<file path="src/logic/cache_pkg.sv">
`default_nettype none

package cache_pkg;

  localparam int WAYS       = 4;
  localparam int LINE_WORDS = 4;
  localparam int SETS       = 16;

  typedef logic [31:0]  addr_t;
  typedef logic [31:0]  word_t;
  typedef logic [3:0]   be_t;      // bit 3 is the top byte
  typedef logic [127:0] line_t;    // word 0 sits in the top 32 bits
  typedef logic [23:0]  tag_t;
  typedef logic [3:0]   set_t;
  typedef logic [1:0]   word_idx_t;
  typedef logic [1:0]   way_t;

  typedef struct packed {
    logic hit;
    way_t hit_way;
    way_t victim_way;
    logic victim_valid;
    logic victim_dirty;
    tag_t victim_tag;
  } lookup_t;

  typedef enum logic [1:0] {
    IDLE,
    WRITEBACK,
    REFILL
  } ctrl_state_t;

  function automatic tag_t addr_tag(addr_t addr);
    return addr[31:8];
  endfunction

  function automatic set_t addr_set(addr_t addr);
    return addr[7:4];
  endfunction

  function automatic word_idx_t addr_word(addr_t addr);
    return addr[3:2];
  endfunction

endpackage

`default_nettype wire

</file>
<file path="src/logic/refill_buffer.sv">
`timescale 1ns/1ps
`default_nettype none

module refill_buffer import cache_pkg::*; (
  input  wire logic      clock,
  input  wire logic      reset_n,
  input  wire logic      fill_start,
  input  wire word_idx_t start_word,
  input  wire word_t     mem_rd_data,
  input  wire logic      mem_rd_valid,
  output line_t          line,
  output logic           full
);

  word_idx_t             idx_q;
  logic [LINE_WORDS-1:0] valid_q;

  always_ff @(posedge clock or negedge reset_n) begin
    if (!reset_n) begin
      idx_q   <= '0;
      valid_q <= '0;
    end else if (fill_start) begin
      idx_q   <= start_word;  // burst wraps from the requested word
      valid_q <= '0;
    end else if (mem_rd_valid) begin
      idx_q          <= idx_q + 2'd1;
      valid_q[idx_q] <= 1'b1;
    end
  end

  always_ff @(posedge clock) begin
    if (mem_rd_valid)
      line[(LINE_WORDS - 1 - idx_q) * 32 +: 32] <= mem_rd_data;
  end

  assign full = &valid_q;

  // memory must not send more than one burst per fill
  a_no_overrun: assert property (@(posedge clock) disable iff (!reset_n)
    full |-> !mem_rd_valid);

endmodule

`default_nettype wire

</file>
<file path="config.mk">
export PLATFORM = sky130hd
export DESIGN_NAME = refill_buffer
export DESIGN_NICKNAME = d
export VERILOG_FILES = /design/src/logic/cache_pkg.sv /design/src/logic/refill_buffer.sv
export SDC_FILE = /design/constraint.sdc
export NUM_CORES = 1
export LEC_CHECK = 0
export BUFFER_PORTS_ARGS = -buffer_cell sky130_fd_sc_hd__buf_2
export CORE_ASPECT_RATIO = 0.6
export CORE_MARGIN = 5
export CORE_UTILIZATION = 52
export CTS_BUF_LIST = sky130_fd_sc_hd__clkbuf_4 sky130_fd_sc_hd__clkbuf_8
export CTS_CLUSTER_SIZE = 24
export DETAILED_ROUTE_END_ITERATION = 16
export PLACE_DENSITY_LB_ADDON = 0.08
export SLEW_MARGIN = 15
export SYNTH_ARGS = -nofsm -noshare
export SYNTH_HDL_FRONTEND = slang
export SYNTH_SLANG_ARGS = --single-unit
</file>
<file path="constraint.sdc">
create_clock -name clock -period 2.3 [get_ports clock]
set_input_delay 0.46 -clock clock [delete_from_list [all_inputs] [get_ports clock]]
set_output_delay 0.46 -clock clock [all_outputs]
set_load 0.1 [all_outputs]
</file>
==> results.toml <==
[run_status]
status = "completed"

[die]
die_area_um2 = 12000
core_area_um2 = 9740
start_util_pct = 52.5
io_pins = 167
row_count = 28
dieWidth_um = 138
die_y_um = 86.8

[clock_network]
numCtsBuffers = 17
numClockSinks = 134
h-tree-depth = 4
post-cts-setup-buffer-count = 0
cts_tree = "built"
cts.path.max_buffers = 2
ctsRootBufferMaster = "clkbuf_8"
clock_latency_ns = 0.43
clk_pin_slew_ns = 0.07

[global_routing]
grtUsageTotal_pct = 20.2
grt_pass1_wl_mm = 18.1
antenna_found_initial = 0
grt_pass1_vias = 3194
grt_max_degree = 33
grt-ovfl-total = 0

[min_path]
worstHoldPathType = "in2reg"
min_from = "start_word[1]"

[cells_and_area]
drive_above_1_share_pct = 42.8
syn_to_final_growth_pct = 30.0
fin_nets = 541
final_cells = 644
antenna_cells = 0

[setup_path]
crit_chain = "inv_1 -> ha_1 -> nor4b_2 -> and2_1"
crit_fanout = 8
crit_arrival_ns = 2.27
r2r_start = "idx_q[1]"
cp-end-kind = "flop"
critPathKind = "reg2reg"
max_stage_delay_ns = 0.58
slowest_stage = "nor4b_2"
critPathLaunch = "idx_q[1]"
worst_setup_path_start_kind = "flop"
cp.required_ns = 2.59

[logic_synthesis]
synth_top_family_by_area = "simple AND/OR/NAND/NOR gates"
yosysSeqAreaShare_pct = 78.0
ys_seq_elements = 134
post_synth_and_or_nand_nor_area_fraction_pct = 18.2
synthAdderAreaFrac_pct = 1.71
postSynthAreaPerCell_um2 = 16.6
synth_compound_area_share_pct = 0.587
synth.distinct_cells = 21
synth_area_um2 = 5120
synth_xor_area_share_pct = 0.171
synth_warnings = 0
synthMuxAreaShare_pct = 0.196
syn-num-nets = 354
syn_inst = 309

[power_and_ir_drop]
vdd_drop_max_mv = 0.523
power.total_w = 0.00611
p_per_area_nw_per_um2 = 919
leakage_nw = 2.91

[routing]
drt_iter0_drc = 194
routedWlPerCell_um = 18.2
post-route-drc-count = 0
totalWireLength_mm = 11.7
antenna_left = 0
avgViaCountPerCell = 4.79
vias = 3087
drtPass1Iterations = 4

[sta]
timing.final.ws_setup_ns = 0.326
fmax_mhz = 507
rsz0062_at_grt = "no"
timing.final.crit_period_ns = 1.97
finalHoldViolCount = 0
maxSlewViolCount = 0
period_share_pct = 85.8
max_slew_margin_pct = 59.3
setup_violations = 0
tightest_slew_ns = 0.610
timing.setup.tns_ns = 0
skew_ns = 0.00818

[flow_run]
maxCapViolations = 0

[placement]
pre_cts_slack_ns = 0.122
dpl.hpwl_mm = 8.18
globalplace.congestion = 0.779
place_inst = 610
numPortBuffers = 166
sequential cells by signal, indices dropped and copies added, names as in the netlist:
name,count
line,128
idx_q,2
valid_q,4
worst max-delay path, delay by kind of cell, from the launching register on:
kind / cells / cell delay, ns
flops: 1 / 0.44
simple gates: 2 / 0.80
buf+inv: 1 / 0.12
fa+ha+maj: 1 / 0.49
area by class of cell:
class                           count  area [um2]
Clock buffer                       18         241
Clock inverter                     14         160
Tap cell                          135         169
Timing Repair Buffer              180         976
Fill cell                         715        3090
Multi-Input combinational cell    161        1100
Inverter                            2        7.51
Sequential cell                   134        3990
final timing paths:
path | to | slack (ns) | depth (start not counted)
hold / removal | idx_q[1] | 0.25 | 3
setup reg to reg | line[51] | 0.33 | 4
setup / recovery | line[51] | 0.33 | 4
max in group asynchronous | valid_q[1] | 1.78 | 2
hold reg to reg | valid_q[2] | 0.49 | 2
min in group asynchronous | valid_q[2] | 0.38 | 2
Yosys cell counts:
library cell  instances  area, um2
and4b_1               1       10.0
and4_1                1       8.76
xnor2_1               1       8.76
ha_1                  7       87.6
nor3_2                1       10.0
buf_2                 1       5.00
nand2_1               2       7.51
clkbuf_1             11       41.3
buf_1                 1       3.75
and2_1              132        826
edfxtp_1            128       3840
nor4_2                1       12.5
dfrtp_1               6        150
inv_1                 2       7.51
and4bb_1              1       12.5
nor3b_2               1       12.5
nor4b_2               1       15.0
mux2i_1               1       10.0
o21ai_0               2       10.0
a21oi_1               4       20.0
nor2_1                4       15.0
power breakdown:
group          switching [W]  internal, W  total [W]
sequential         0.0000347      0.00283    0.00287
combinational        0.00100     0.000264    0.00127
clock               0.000903      0.00107    0.00198
cell families (layout without fill, tap and decap cells):
family	after synthesis	in the layout
AOI/OAI and AO/OA	6	6
xor gates and xnor gates	1	1
adders and majority gates	7	7
buffers and inverters	15	214
DFF	134	134
muxes	1	1
and+or+nand+nor	145	146
per-stage QoR:
step / area (um2) / util (%) / hold WS (ns)
3_5_place_dp: 6220 / 63.9 / 0.286
3_3_place_gp: 6220 / 63.9 / 0.283
2_1_floorplan: 5120 / - / 0.164
5_1_grt: 6650 / 68.3 / 0.278
4_1_cts: 6630 / 68.1 / 0.233
6_report: 6650 / 68.3 / 0.255
repair_timing:
| action | 4_1_cts | 5_1_grt |
|---|---|---|
| endpoints found under the hold margin | 6 | 0 |
| hold buffers | 1 | 0 |
| endpoints found under the setup margin | 0 | 25 |
| resized for setup | 0 | 1 |
layer usage:
metal	share of wire [%]	global-route usage, %	wire length (um)	up-vias
li1	-	-	-	1455
met1	45	27.0	5230	1481
met2	43	29.2	5040	140
met3	11	9.32	1300	11
met4	1.1	7.53	126	0
met5	0	0	0	-
cells in the final DEF (no fill, tap or decap), types with 4 or more instances in the layout:
cell / n
clkbuf_8: 17
ha_1: 7
and2_1: 128
a21oi_1: 4
clkinv_4: 4
edfxtp_1: 128
clkinv_2: 4
nor2_1: 4
and2_2: 4
buf_2: 166
buf_4: 10
dfrtp_1: 6
(Power assumes the default switching activity.)
