<file path="src/logic/cache_pkg.sv">
`default_nettype none

package cache_pkg;

  localparam int WAYS       = 4;
  localparam int LINE_WORDS = 4;
  localparam int SETS       = 16;

  typedef logic [31:0]  addr_t;
  typedef logic [31:0]  word_t;
  typedef logic [3:0]   be_t;      // bit 3 is the top byte
  typedef logic [127:0] line_t;    // word 0 sits in the top 32 bits
  typedef logic [23:0]  tag_t;
  typedef logic [3:0]   set_t;
  typedef logic [1:0]   word_idx_t;
  typedef logic [1:0]   way_t;

  typedef struct packed {
    logic hit;
    way_t hit_way;
    way_t victim_way;
    logic victim_valid;
    logic victim_dirty;
    tag_t victim_tag;
  } lookup_t;

  typedef enum logic [1:0] {
    IDLE,
    WRITEBACK,
    REFILL
  } ctrl_state_t;

  function automatic tag_t addr_tag(addr_t addr);
    return addr[31:8];
  endfunction

  function automatic set_t addr_set(addr_t addr);
    return addr[7:4];
  endfunction

  function automatic word_idx_t addr_word(addr_t addr);
    return addr[3:2];
  endfunction

endpackage

`default_nettype wire

</file>
<file path="src/logic/cache_ctrl.sv">
`timescale 1ns/1ps
`default_nettype none

module cache_ctrl import cache_pkg::*; (
  input  wire logic    clock,
  input  wire logic    reset_n,
  input  wire addr_t   cpu_addr,
  input  wire logic    cpu_rd,
  input  wire logic    cpu_wr,
  input  wire lookup_t lookup,
  input  wire logic    fill_full,
  input  wire logic    mem_waitrequest,
  input  wire word_t   wb_data,
  output logic         cpu_waitrequest,
  output logic         tag_install,
  output logic         clean_victim,
  output logic         lfsr_step,
  output logic         fill_start,
  output logic         line_install,
  output way_t         victim_way_q,
  output tag_t         refill_tag,
  output set_t         refill_set,
  output word_idx_t    wb_word,
  output addr_t        mem_addr,
  output logic         mem_rd,
  output logic         mem_wr,
  output word_t        mem_wr_data
);

  localparam word_idx_t LAST_WORD = word_idx_t'(LINE_WORDS - 1);

  ctrl_state_t state_q;
  word_idx_t   wb_cnt_q;   // word currently on the bus
  logic        miss_start;
  logic        dirty_victim;
  logic        wb_load;
  logic        wb_accept;
  logic        wb_finish;
  logic        rd_issue;

  assign cpu_waitrequest = (cpu_rd | cpu_wr) & ~lookup.hit;

  assign miss_start   = (state_q == IDLE) && cpu_waitrequest;
  assign dirty_victim = lookup.victim_valid && lookup.victim_dirty;
  assign wb_load      = (state_q == WRITEBACK) && !mem_wr && (wb_cnt_q == '0);
  assign wb_accept    = (state_q == WRITEBACK) && mem_wr && !mem_waitrequest;
  assign wb_finish    = (state_q == WRITEBACK) && !mem_wr && (wb_cnt_q == LAST_WORD);
  assign rd_issue     = (miss_start && !dirty_victim) || wb_finish;

  assign lfsr_step    = miss_start;
  assign clean_victim = wb_finish;
  assign fill_start   = rd_issue;
  assign line_install = (state_q == REFILL) && fill_full;
  assign tag_install  = line_install;

  // first load fetches word 0, each accept fetches the one after
  assign wb_word = wb_cnt_q + word_idx_t'(mem_wr);

  always_ff @(posedge clock or negedge reset_n) begin
    if (!reset_n) begin
      state_q  <= IDLE;
      wb_cnt_q <= '0;
      mem_rd   <= 1'b0;
      mem_wr   <= 1'b0;
      mem_addr <= '0;
    end else begin
      case (state_q)
        IDLE: begin
          if (miss_start) begin
            wb_cnt_q <= '0;
            if (dirty_victim) begin
              state_q  <= WRITEBACK;
              mem_addr <= {lookup.victim_tag, addr_set(cpu_addr), 4'b0000};
            end else begin
              state_q <= REFILL;
            end
          end
        end
        WRITEBACK: begin
          if (wb_load) begin
            mem_wr <= 1'b1;
          end else if (wb_accept) begin
            if (wb_cnt_q == LAST_WORD) begin
              mem_wr <= 1'b0;
            end else begin
              wb_cnt_q <= wb_cnt_q + 2'd1;
              mem_addr <= mem_addr + 32'd4;
            end
          end else if (wb_finish) begin
            state_q <= REFILL;
          end
        end
        REFILL: begin
          if (mem_rd && !mem_waitrequest)
            mem_rd <= 1'b0;  // held until memory takes it
          if (fill_full)
            state_q <= IDLE;
        end
        default: state_q <= IDLE;
      endcase
      if (rd_issue) begin
        mem_rd   <= 1'b1;
        mem_addr <= {cpu_addr[31:2], 2'b00};
      end
    end
  end

  always_ff @(posedge clock) begin
    if (wb_load || (wb_accept && wb_cnt_q != LAST_WORD))
      mem_wr_data <= wb_data;
    if (miss_start) begin
      victim_way_q <= lookup.victim_way;
      refill_tag   <= addr_tag(cpu_addr);
      refill_set   <= addr_set(cpu_addr);
    end
  end

  a_rd_wr_exclusive: assert property (@(posedge clock) disable iff (!reset_n)
    !(mem_rd && mem_wr));

endmodule

`default_nettype wire

</file>
<file path="config.mk">
export PLATFORM = sky130hd
export DESIGN_NAME = cache_ctrl
export DESIGN_NICKNAME = d
export VERILOG_FILES = /design/src/logic/cache_pkg.sv /design/src/logic/cache_ctrl.sv
export SDC_FILE = /design/constraint.sdc
export NUM_CORES = 1
export LEC_CHECK = 0
export BUFFER_PORTS_ARGS = -buffer_cell sky130_fd_sc_hd__buf_2
export CAP_MARGIN = 20
export CELL_PAD_IN_SITES_DETAIL_PLACEMENT = 1
export CELL_PAD_IN_SITES_GLOBAL_PLACEMENT = 2
export CORE_MARGIN = 3
export CORE_UTILIZATION = 26
export CTS_CLUSTER_SIZE = 24
export DETAILED_ROUTE_END_ITERATION = 10
export GPL_ROUTABILITY_DRIVEN = 0
export PLACE_DENSITY = 0.87
export RECOVER_POWER = 25
export REMOVE_ABC_BUFFERS = 1
export SLEW_MARGIN = 20
export SYNTH_ARGS = -nofsm -noshare
export SYNTH_HDL_FRONTEND = slang
export SYNTH_SLANG_ARGS = --single-unit
export TNS_END_PERCENT = 5
</file>
<file path="constraint.sdc">
create_clock -name clock -period 2.9 [get_ports clock]
set_input_delay 0.58 -clock clock [delete_from_list [all_inputs] [get_ports clock]]
set_output_delay 0.58 -clock clock [all_outputs]
set_load 0.05 [all_outputs]
</file>
==> results.cfg, run 1 <==
[yosys]
synth-seq-cells = 98
synth_area_leaders = edfxtp_1, dfrtp_1, a21oi_1, nor2_1, nand2_1
synth_top_area_share_pct = 41.1
async_flop_share_pct = 36.7
syn_inst = 392
ys_top_cells_by_count = edfxtp_1, a21oi_1, nor2_1
yosys_warnings = 0
synth_ff_type = edfxtp_1
syn_area_per_cell_sq_um = 11.6
synth-edff-count = 62
seq_area_frac_synth_pct = 61.0
syn_area_sq_mm = 0.00453
synth_top_area_cell = edfxtp_1
yosysUniqueCellTypes = 59
synth_most_common_cell = edfxtp_1

[critical_path]
worstPathRequired_ps = 3190
reg2reg_setup_slack_ps = 230
worstSetupPathType = reg2reg
cp_max_fo = 11
end_kind = flop
rr_endpoint = mem_addr[17]
start_kind = flop
timing.rr.start = wb_cnt_q[1]
crit_arrival_ps = 2970
ff2ff_path_depth = 7

[routing]
vias_per_cell = 5.09
wl_per_cell_um = 20.9
dr.first_iter.drc_count = 170
postRouteAntennaNets = 0
drcViolationCount = 0
dr.pass1.iters = 4
routed_wl_mm = 17.2
vias = 4192

[finish]
area_growth_pct = 34.5
fill_cells = 1940
antenna_cells = 0
fin_cells = 823
layout.nets = 703
layout-drive-gt1-share_pct = 35.7

[global_routing]
grt_pass1_vias = 4346
grt_pass1_wl_mm = 25.9
antenna_found_initial = 0
grt-ovfl-total = 0
grt.total_usage_pct = 17.4
grt_max_degree = 37

[die]
dieHeight_um = 138
core_area_sq_mm = 0.0168
die_w_um = 138
start_util_pct = 26.9
num_rows = 47
boundaryPins = 205
dieArea_sq_mm = 0.0191

[power]
powerDensity_mw_per_mm2 = 1120
p_leak_nw = 2.48
peakVddDrop_mv = 0.441

[outcome]
violations = capacitance limit, slew limit
status = complete, but fails checks

[sta]
rsz0062_at_grt = no
clock.fmax_mhz = 374
finalSetupViolations = 0
skew_ps = 11.2
setup_tns_ps = 0
min_period_ps = 2670
timing_hold_violations_final = 0
holdWs_ps = 405
fin_ws_ps = 225
drv_slew = 37
post-route-period-util_pct = 92.2
worst_pin_slew_ps = 2330
slew_headroom_pct = -55.2

[cts]
cts_max_level = 3
clockBufferDepth = 2
path_clk_slew_ps = 80
clock_tree.root_cell = clkbuf_16
cts_setup_buffers = 0
clock_latency_ps = 350
ctsResizeCount = 0
cts_made_buffers = 9
cts_tree = built
cts_hold_buf = 0
clock-sinks = 98

[worst_hold_path]
worst_hold_startpoint = wb_data[26]
hold_end = mem_wr_data[26]
whs_path_depth = 1
min_path_type = in2reg

[placement]
dp.cells = 807
numPortBuffers = 198
pre_cts_slack_ps = 214
dp_hpwl_mm = 13.0

[flow_run]
maxCapViolCount = 1
## critical path: stages, from the launching register on
cell	delay [ps]
dfrtp_1	440
ha_1	240
or3b_4	450
and3_4	210
or3_1	570
buf_4	290
nor4b_2	280
a221o_1	140
## cells by family after synthesis
family | Yosys count | share of synthesized area (%)
AOI/OAI and AO/OA | 122 | 17.9
and+or+nand+nor | 121 | 13.8
DFF | 98 | 61.0
buffers and inverters | 33 | 3.53
xor gates and xnor gates | 11 | 2.13
adders and majority gates | 4 | 1.10
muxes | 2 | 0.442
other | 1 | 0.0827
## area by class of cell
cell class	instances	area (sq um)	area share [%]
repair buffers	218	1100	18.1
multi-input cells	262	1630	26.8
well taps	220	275	4.52
clock inverters	6	50.0	0.821
clock buffers	10	239	3.92
inverters	9	33.8	0.554
flip-flops and latches	98	2760	45.3
## state kept, by name (all words and copies together), names as in the netlist
register / count
refill_set: 4
wb_cnt_q: 2
mem_rd: 1
victim_way_q: 2
mem_addr: 30
mem_wr: 1
state_q: 2
refill_tag: 24
mem_wr_data: 32
## worst max-delay path by stage
| stage | cells after the start | slack [ps] | to | from |
|---|---|---|---|---|
| floorplan | 2 | -300 | mem_wr_data[0] | mem_wr |
| global placement | 7 | 260 | mem_addr[17] | mem_waitrequest |
| detailed placement | 7 | 210 | mem_addr[17] | mem_waitrequest |
| CTS | 7 | 200 | mem_addr[17] | wb_cnt_q[1] |
| global route | 7 | 130 | mem_addr[17] | wb_cnt_q[1] |
| finish | 7 | 230 | mem_addr[17] | wb_cnt_q[1] |
## placed cells by master (no fill, tap or decap), types with 5 or more instances in the layout
cell type / Yosys / routed
buf_2: 8 / 167
edfxtp_1: 62 / 62
a21oi_1: 40 / 39
nor2_1: 37 / 37
dfrtp_1: 36 / 36
clkbuf_1: 11 / 31
nand2_1: 22 / 22
buf_4: 3 / 20
nand3_1: 16 / 16
o21ai_0: 16 / 16
clkbuf_16: 0 / 9
inv_1: 9 / 8
a211o_1: 7 / 7
a31oi_1: 7 / 7
xnor2_1: 7 / 7
and3_1: 6 / 6
or3_1: 5 / 5
a311oi_1: 5 / 5
a22oi_1: 5 / 5
## per-stage QoR
step / util [%] / cell area [sq um] / total power [mW]
floorplan: - / 4410 / 4.55
global placement: 34.8 / 5850 / 5.57
detailed placement: 34.8 / 5850 / 5.68
CTS: 36.5 / 6130 / 6.90
global route: 36.2 / 6100 / 7.20
finish: 36.2 / 6100 / 6.82
## report_power, final
group | switching [mW] | internal (mW)
logic | 2.46 | 0.889
registers | 0.396 | 1.89
clock network | 0.570 | 0.617
## layer usage
metal,global-route usage (%),part of all wire [%]
met5,0,0
met4,6.40,1.8
met3,3.94,7.8
met2,28.4,47
met1,22.6,43
Note: power is estimated with default switching activity, not from simulation.
==> inputs of run 2 (changes only) <==
==> constraint.sdc (replaced) <==
create_clock -name clock -period 2.9 [get_ports clock]
set_input_delay 0.29 -clock clock [delete_from_list [all_inputs] [get_ports clock]]
set_output_delay 0.29 -clock clock [all_outputs]
set_load 0.05 [all_outputs]
==> run 2 against run 1 <==
Critical path depth stayed put; the flow still finishes with violations (capacitance limit, slew limit); combinational power fell by 1%; sequential share of layout area unchanged; register-to-register slack better by 30 ps; flip-flop and latch count stayed put; worst setup slack improved by 33 ps; total power shrank 0.73%; clock skew about the same; largest cell class unchanged; final cell count unchanged; final area stayed put; wire length decreased by 2.1%.
==> results.cfg, run 2 (same netlist as run 1, synthesis figures left out) <==
[outcome]
status = complete, but fails checks
violations = capacitance limit, slew limit

[global_routing]
grt_pass1_wl_mm = 26.3
grt_max_degree = 37
antenna_found_initial = 0
grt.total_usage_pct = 17.5
grt-ovfl-total = 0
grt_pass1_vias = 4494

[cts]
cts_made_buffers = 9
clock_tree.root_cell = clkbuf_16
clock_latency_ps = 350
ctsResizeCount = 0
cts_setup_buffers = 0
clockBufferDepth = 2
clock-sinks = 98
cts_hold_buf = 0
path_clk_slew_ps = 70
cts_tree = built
cts_max_level = 3

[worst_hold_path]
hold_end = mem_wr_data[25]
worst_hold_startpoint = wb_data[25]
whs_path_depth = 1
min_path_type = in2reg

[critical_path]
crit_arrival_ps = 2930
worstPathRequired_ps = 3190
end_kind = flop
cpPeakStageDelay_ps = 570
cp_max_fo = 11
cp_slowest_cell = or3_1
timing.rr.start = wb_cnt_q[1]
ff2ff_path_depth = 7
worstSetupPathType = reg2reg
rr_endpoint = mem_addr[17]
cp_cell_sequence = ha_1, or3b_4, and3_4, or3_1, buf_4, nor4b_2, a221o_1
start_kind = flop
reg2reg_setup_slack_ps = 260

[routing]
dr.pass1.iters = 4
wl_per_cell_um = 20.5
vias_per_cell = 5.09
routed_wl_mm = 16.8
drcViolationCount = 0
dr.first_iter.drc_count = 216
vias = 4190
postRouteAntennaNets = 0

[sta]
worst_pin_slew_ps = 2250
slew_headroom_pct = -50.2
post-route-period-util_pct = 91.1
min_period_ps = 2640
drv_slew = 37
skew_ps = 11.5
timing_hold_violations_final = 0
rsz0062_at_grt = no
clock.fmax_mhz = 379
finalSetupViolations = 0
holdWs_ps = 111

[finish]
top_regs = mem_wr_data (32), mem_addr (30), refill_tag (24)
layout_commonest_cell = buf_2
layout.nets = 703
antenna_cells = 0
largest_register = mem_wr_data
area_growth_pct = 34.5
largest_reg_flops = 32
layout_common_cells = buf_2, edfxtp_1, a21oi_1
layout-drive-gt1-share_pct = 36.2

[die]
die_w_um = 138
dieHeight_um = 138
boundaryPins = 205
core_area_sq_mm = 0.0168
dieArea_sq_mm = 0.0191
start_util_pct = 26.9
num_rows = 47

[placement]
numPortBuffers = 198
dp_hpwl_mm = 13.1

[power]
swShare_pct = 50.2
powerDensity_mw_per_mm2 = 1110
switchingPower_mw = 3.40
peakVddDrop_mv = 0.440
pwr-share-comb_pct = 48.7
p_int_mw = 3.37
power.share.sequential_pct = 34.0
clkPwrFrac_pct = 17.3
p_leak_nw = 2.49
total_power_mw = 6.77

[flow_run]
maxCapViolCount = 1
[run 2: changes by cell type in the layout (fill, tap and decap cells not counted), sizes merged]
cell and delta:
clkinv +1, buf +3, clkinvlp -1, inv +1, clkbuf -4
[run 2: how the worst max path moves through the flow]
stage	start	end	slack (ps)	cells past startpoint
after floorplan	mem_wr	mem_wr_data[0]	-300	2
after global placement	wb_cnt_q[1]	mem_addr[17]	320	7
after detailed placement	wb_cnt_q[1]	mem_addr[17]	260	7
after CTS	wb_cnt_q[1]	mem_addr[17]	240	7
after global routing	wb_cnt_q[0]	mem_addr[17]	130	7
final	wb_cnt_q[1]	mem_addr[17]	260	7
[run 2: metal layers]
layer	routed length, um	global-route usage, %	vias to the layer above
met2	8160	29.0	190
met3	1260	4.90	26
li1	-	-	1915
met5	0	0	-
met1	7110	22.2	2059
met4	311	5.46	0
[run 2: metrics by stage]
step | worst slack, ps | cell area (sq um) | setup TNS (ps) | utilization (%) | std cells
CTS | 241 | 6130 | 0 | 36.5 | 823
finish | 258 | 6100 | 0 | 36.2 | 823
floorplan | -295 | 4410 | -9500 | - | 369
global route | 125 | 6100 | 0 | 36.2 | 823
detailed placement | 259 | 5850 | 0 | 34.8 | 807
global placement | 320 | 5850 | 0 | 34.8 | 807
[run 2: area by class of cell]
type | instances | area, sq um
sequential | 98 | 2760
timing repair buffer | 218 | 1110
tap | 220 | 275
fill | 1933 | 10700
inverter | 9 | 33.8
multi-input combinational | 262 | 1630
clock inverter | 7 | 60.1
clock buffer | 9 | 225
[run 2: power groups by stage]
stage	logic (mW)	clock network (mW)	registers [mW]
after global placement	3.26	0	2.29
final	3.30	1.17	2.30
after floorplan	1.16	0	3.40
after global routing	3.54	1.27	2.37
after detailed placement	3.33	0	2.33
after CTS	3.34	1.21	2.30
[run 2: critical path: cells and delay by family, from the launching register on]
| family | cells | cell delay (ps) |
|---|---|---|
| AO/OA/AOI/OAI | 1 | 140 |
| adder cells (fa/ha/maj) | 1 | 220 |
| buffers and inverters | 1 | 290 |
| flip-flops | 1 | 440 |
| AND/OR/NAND/NOR | 4 | 1500 |
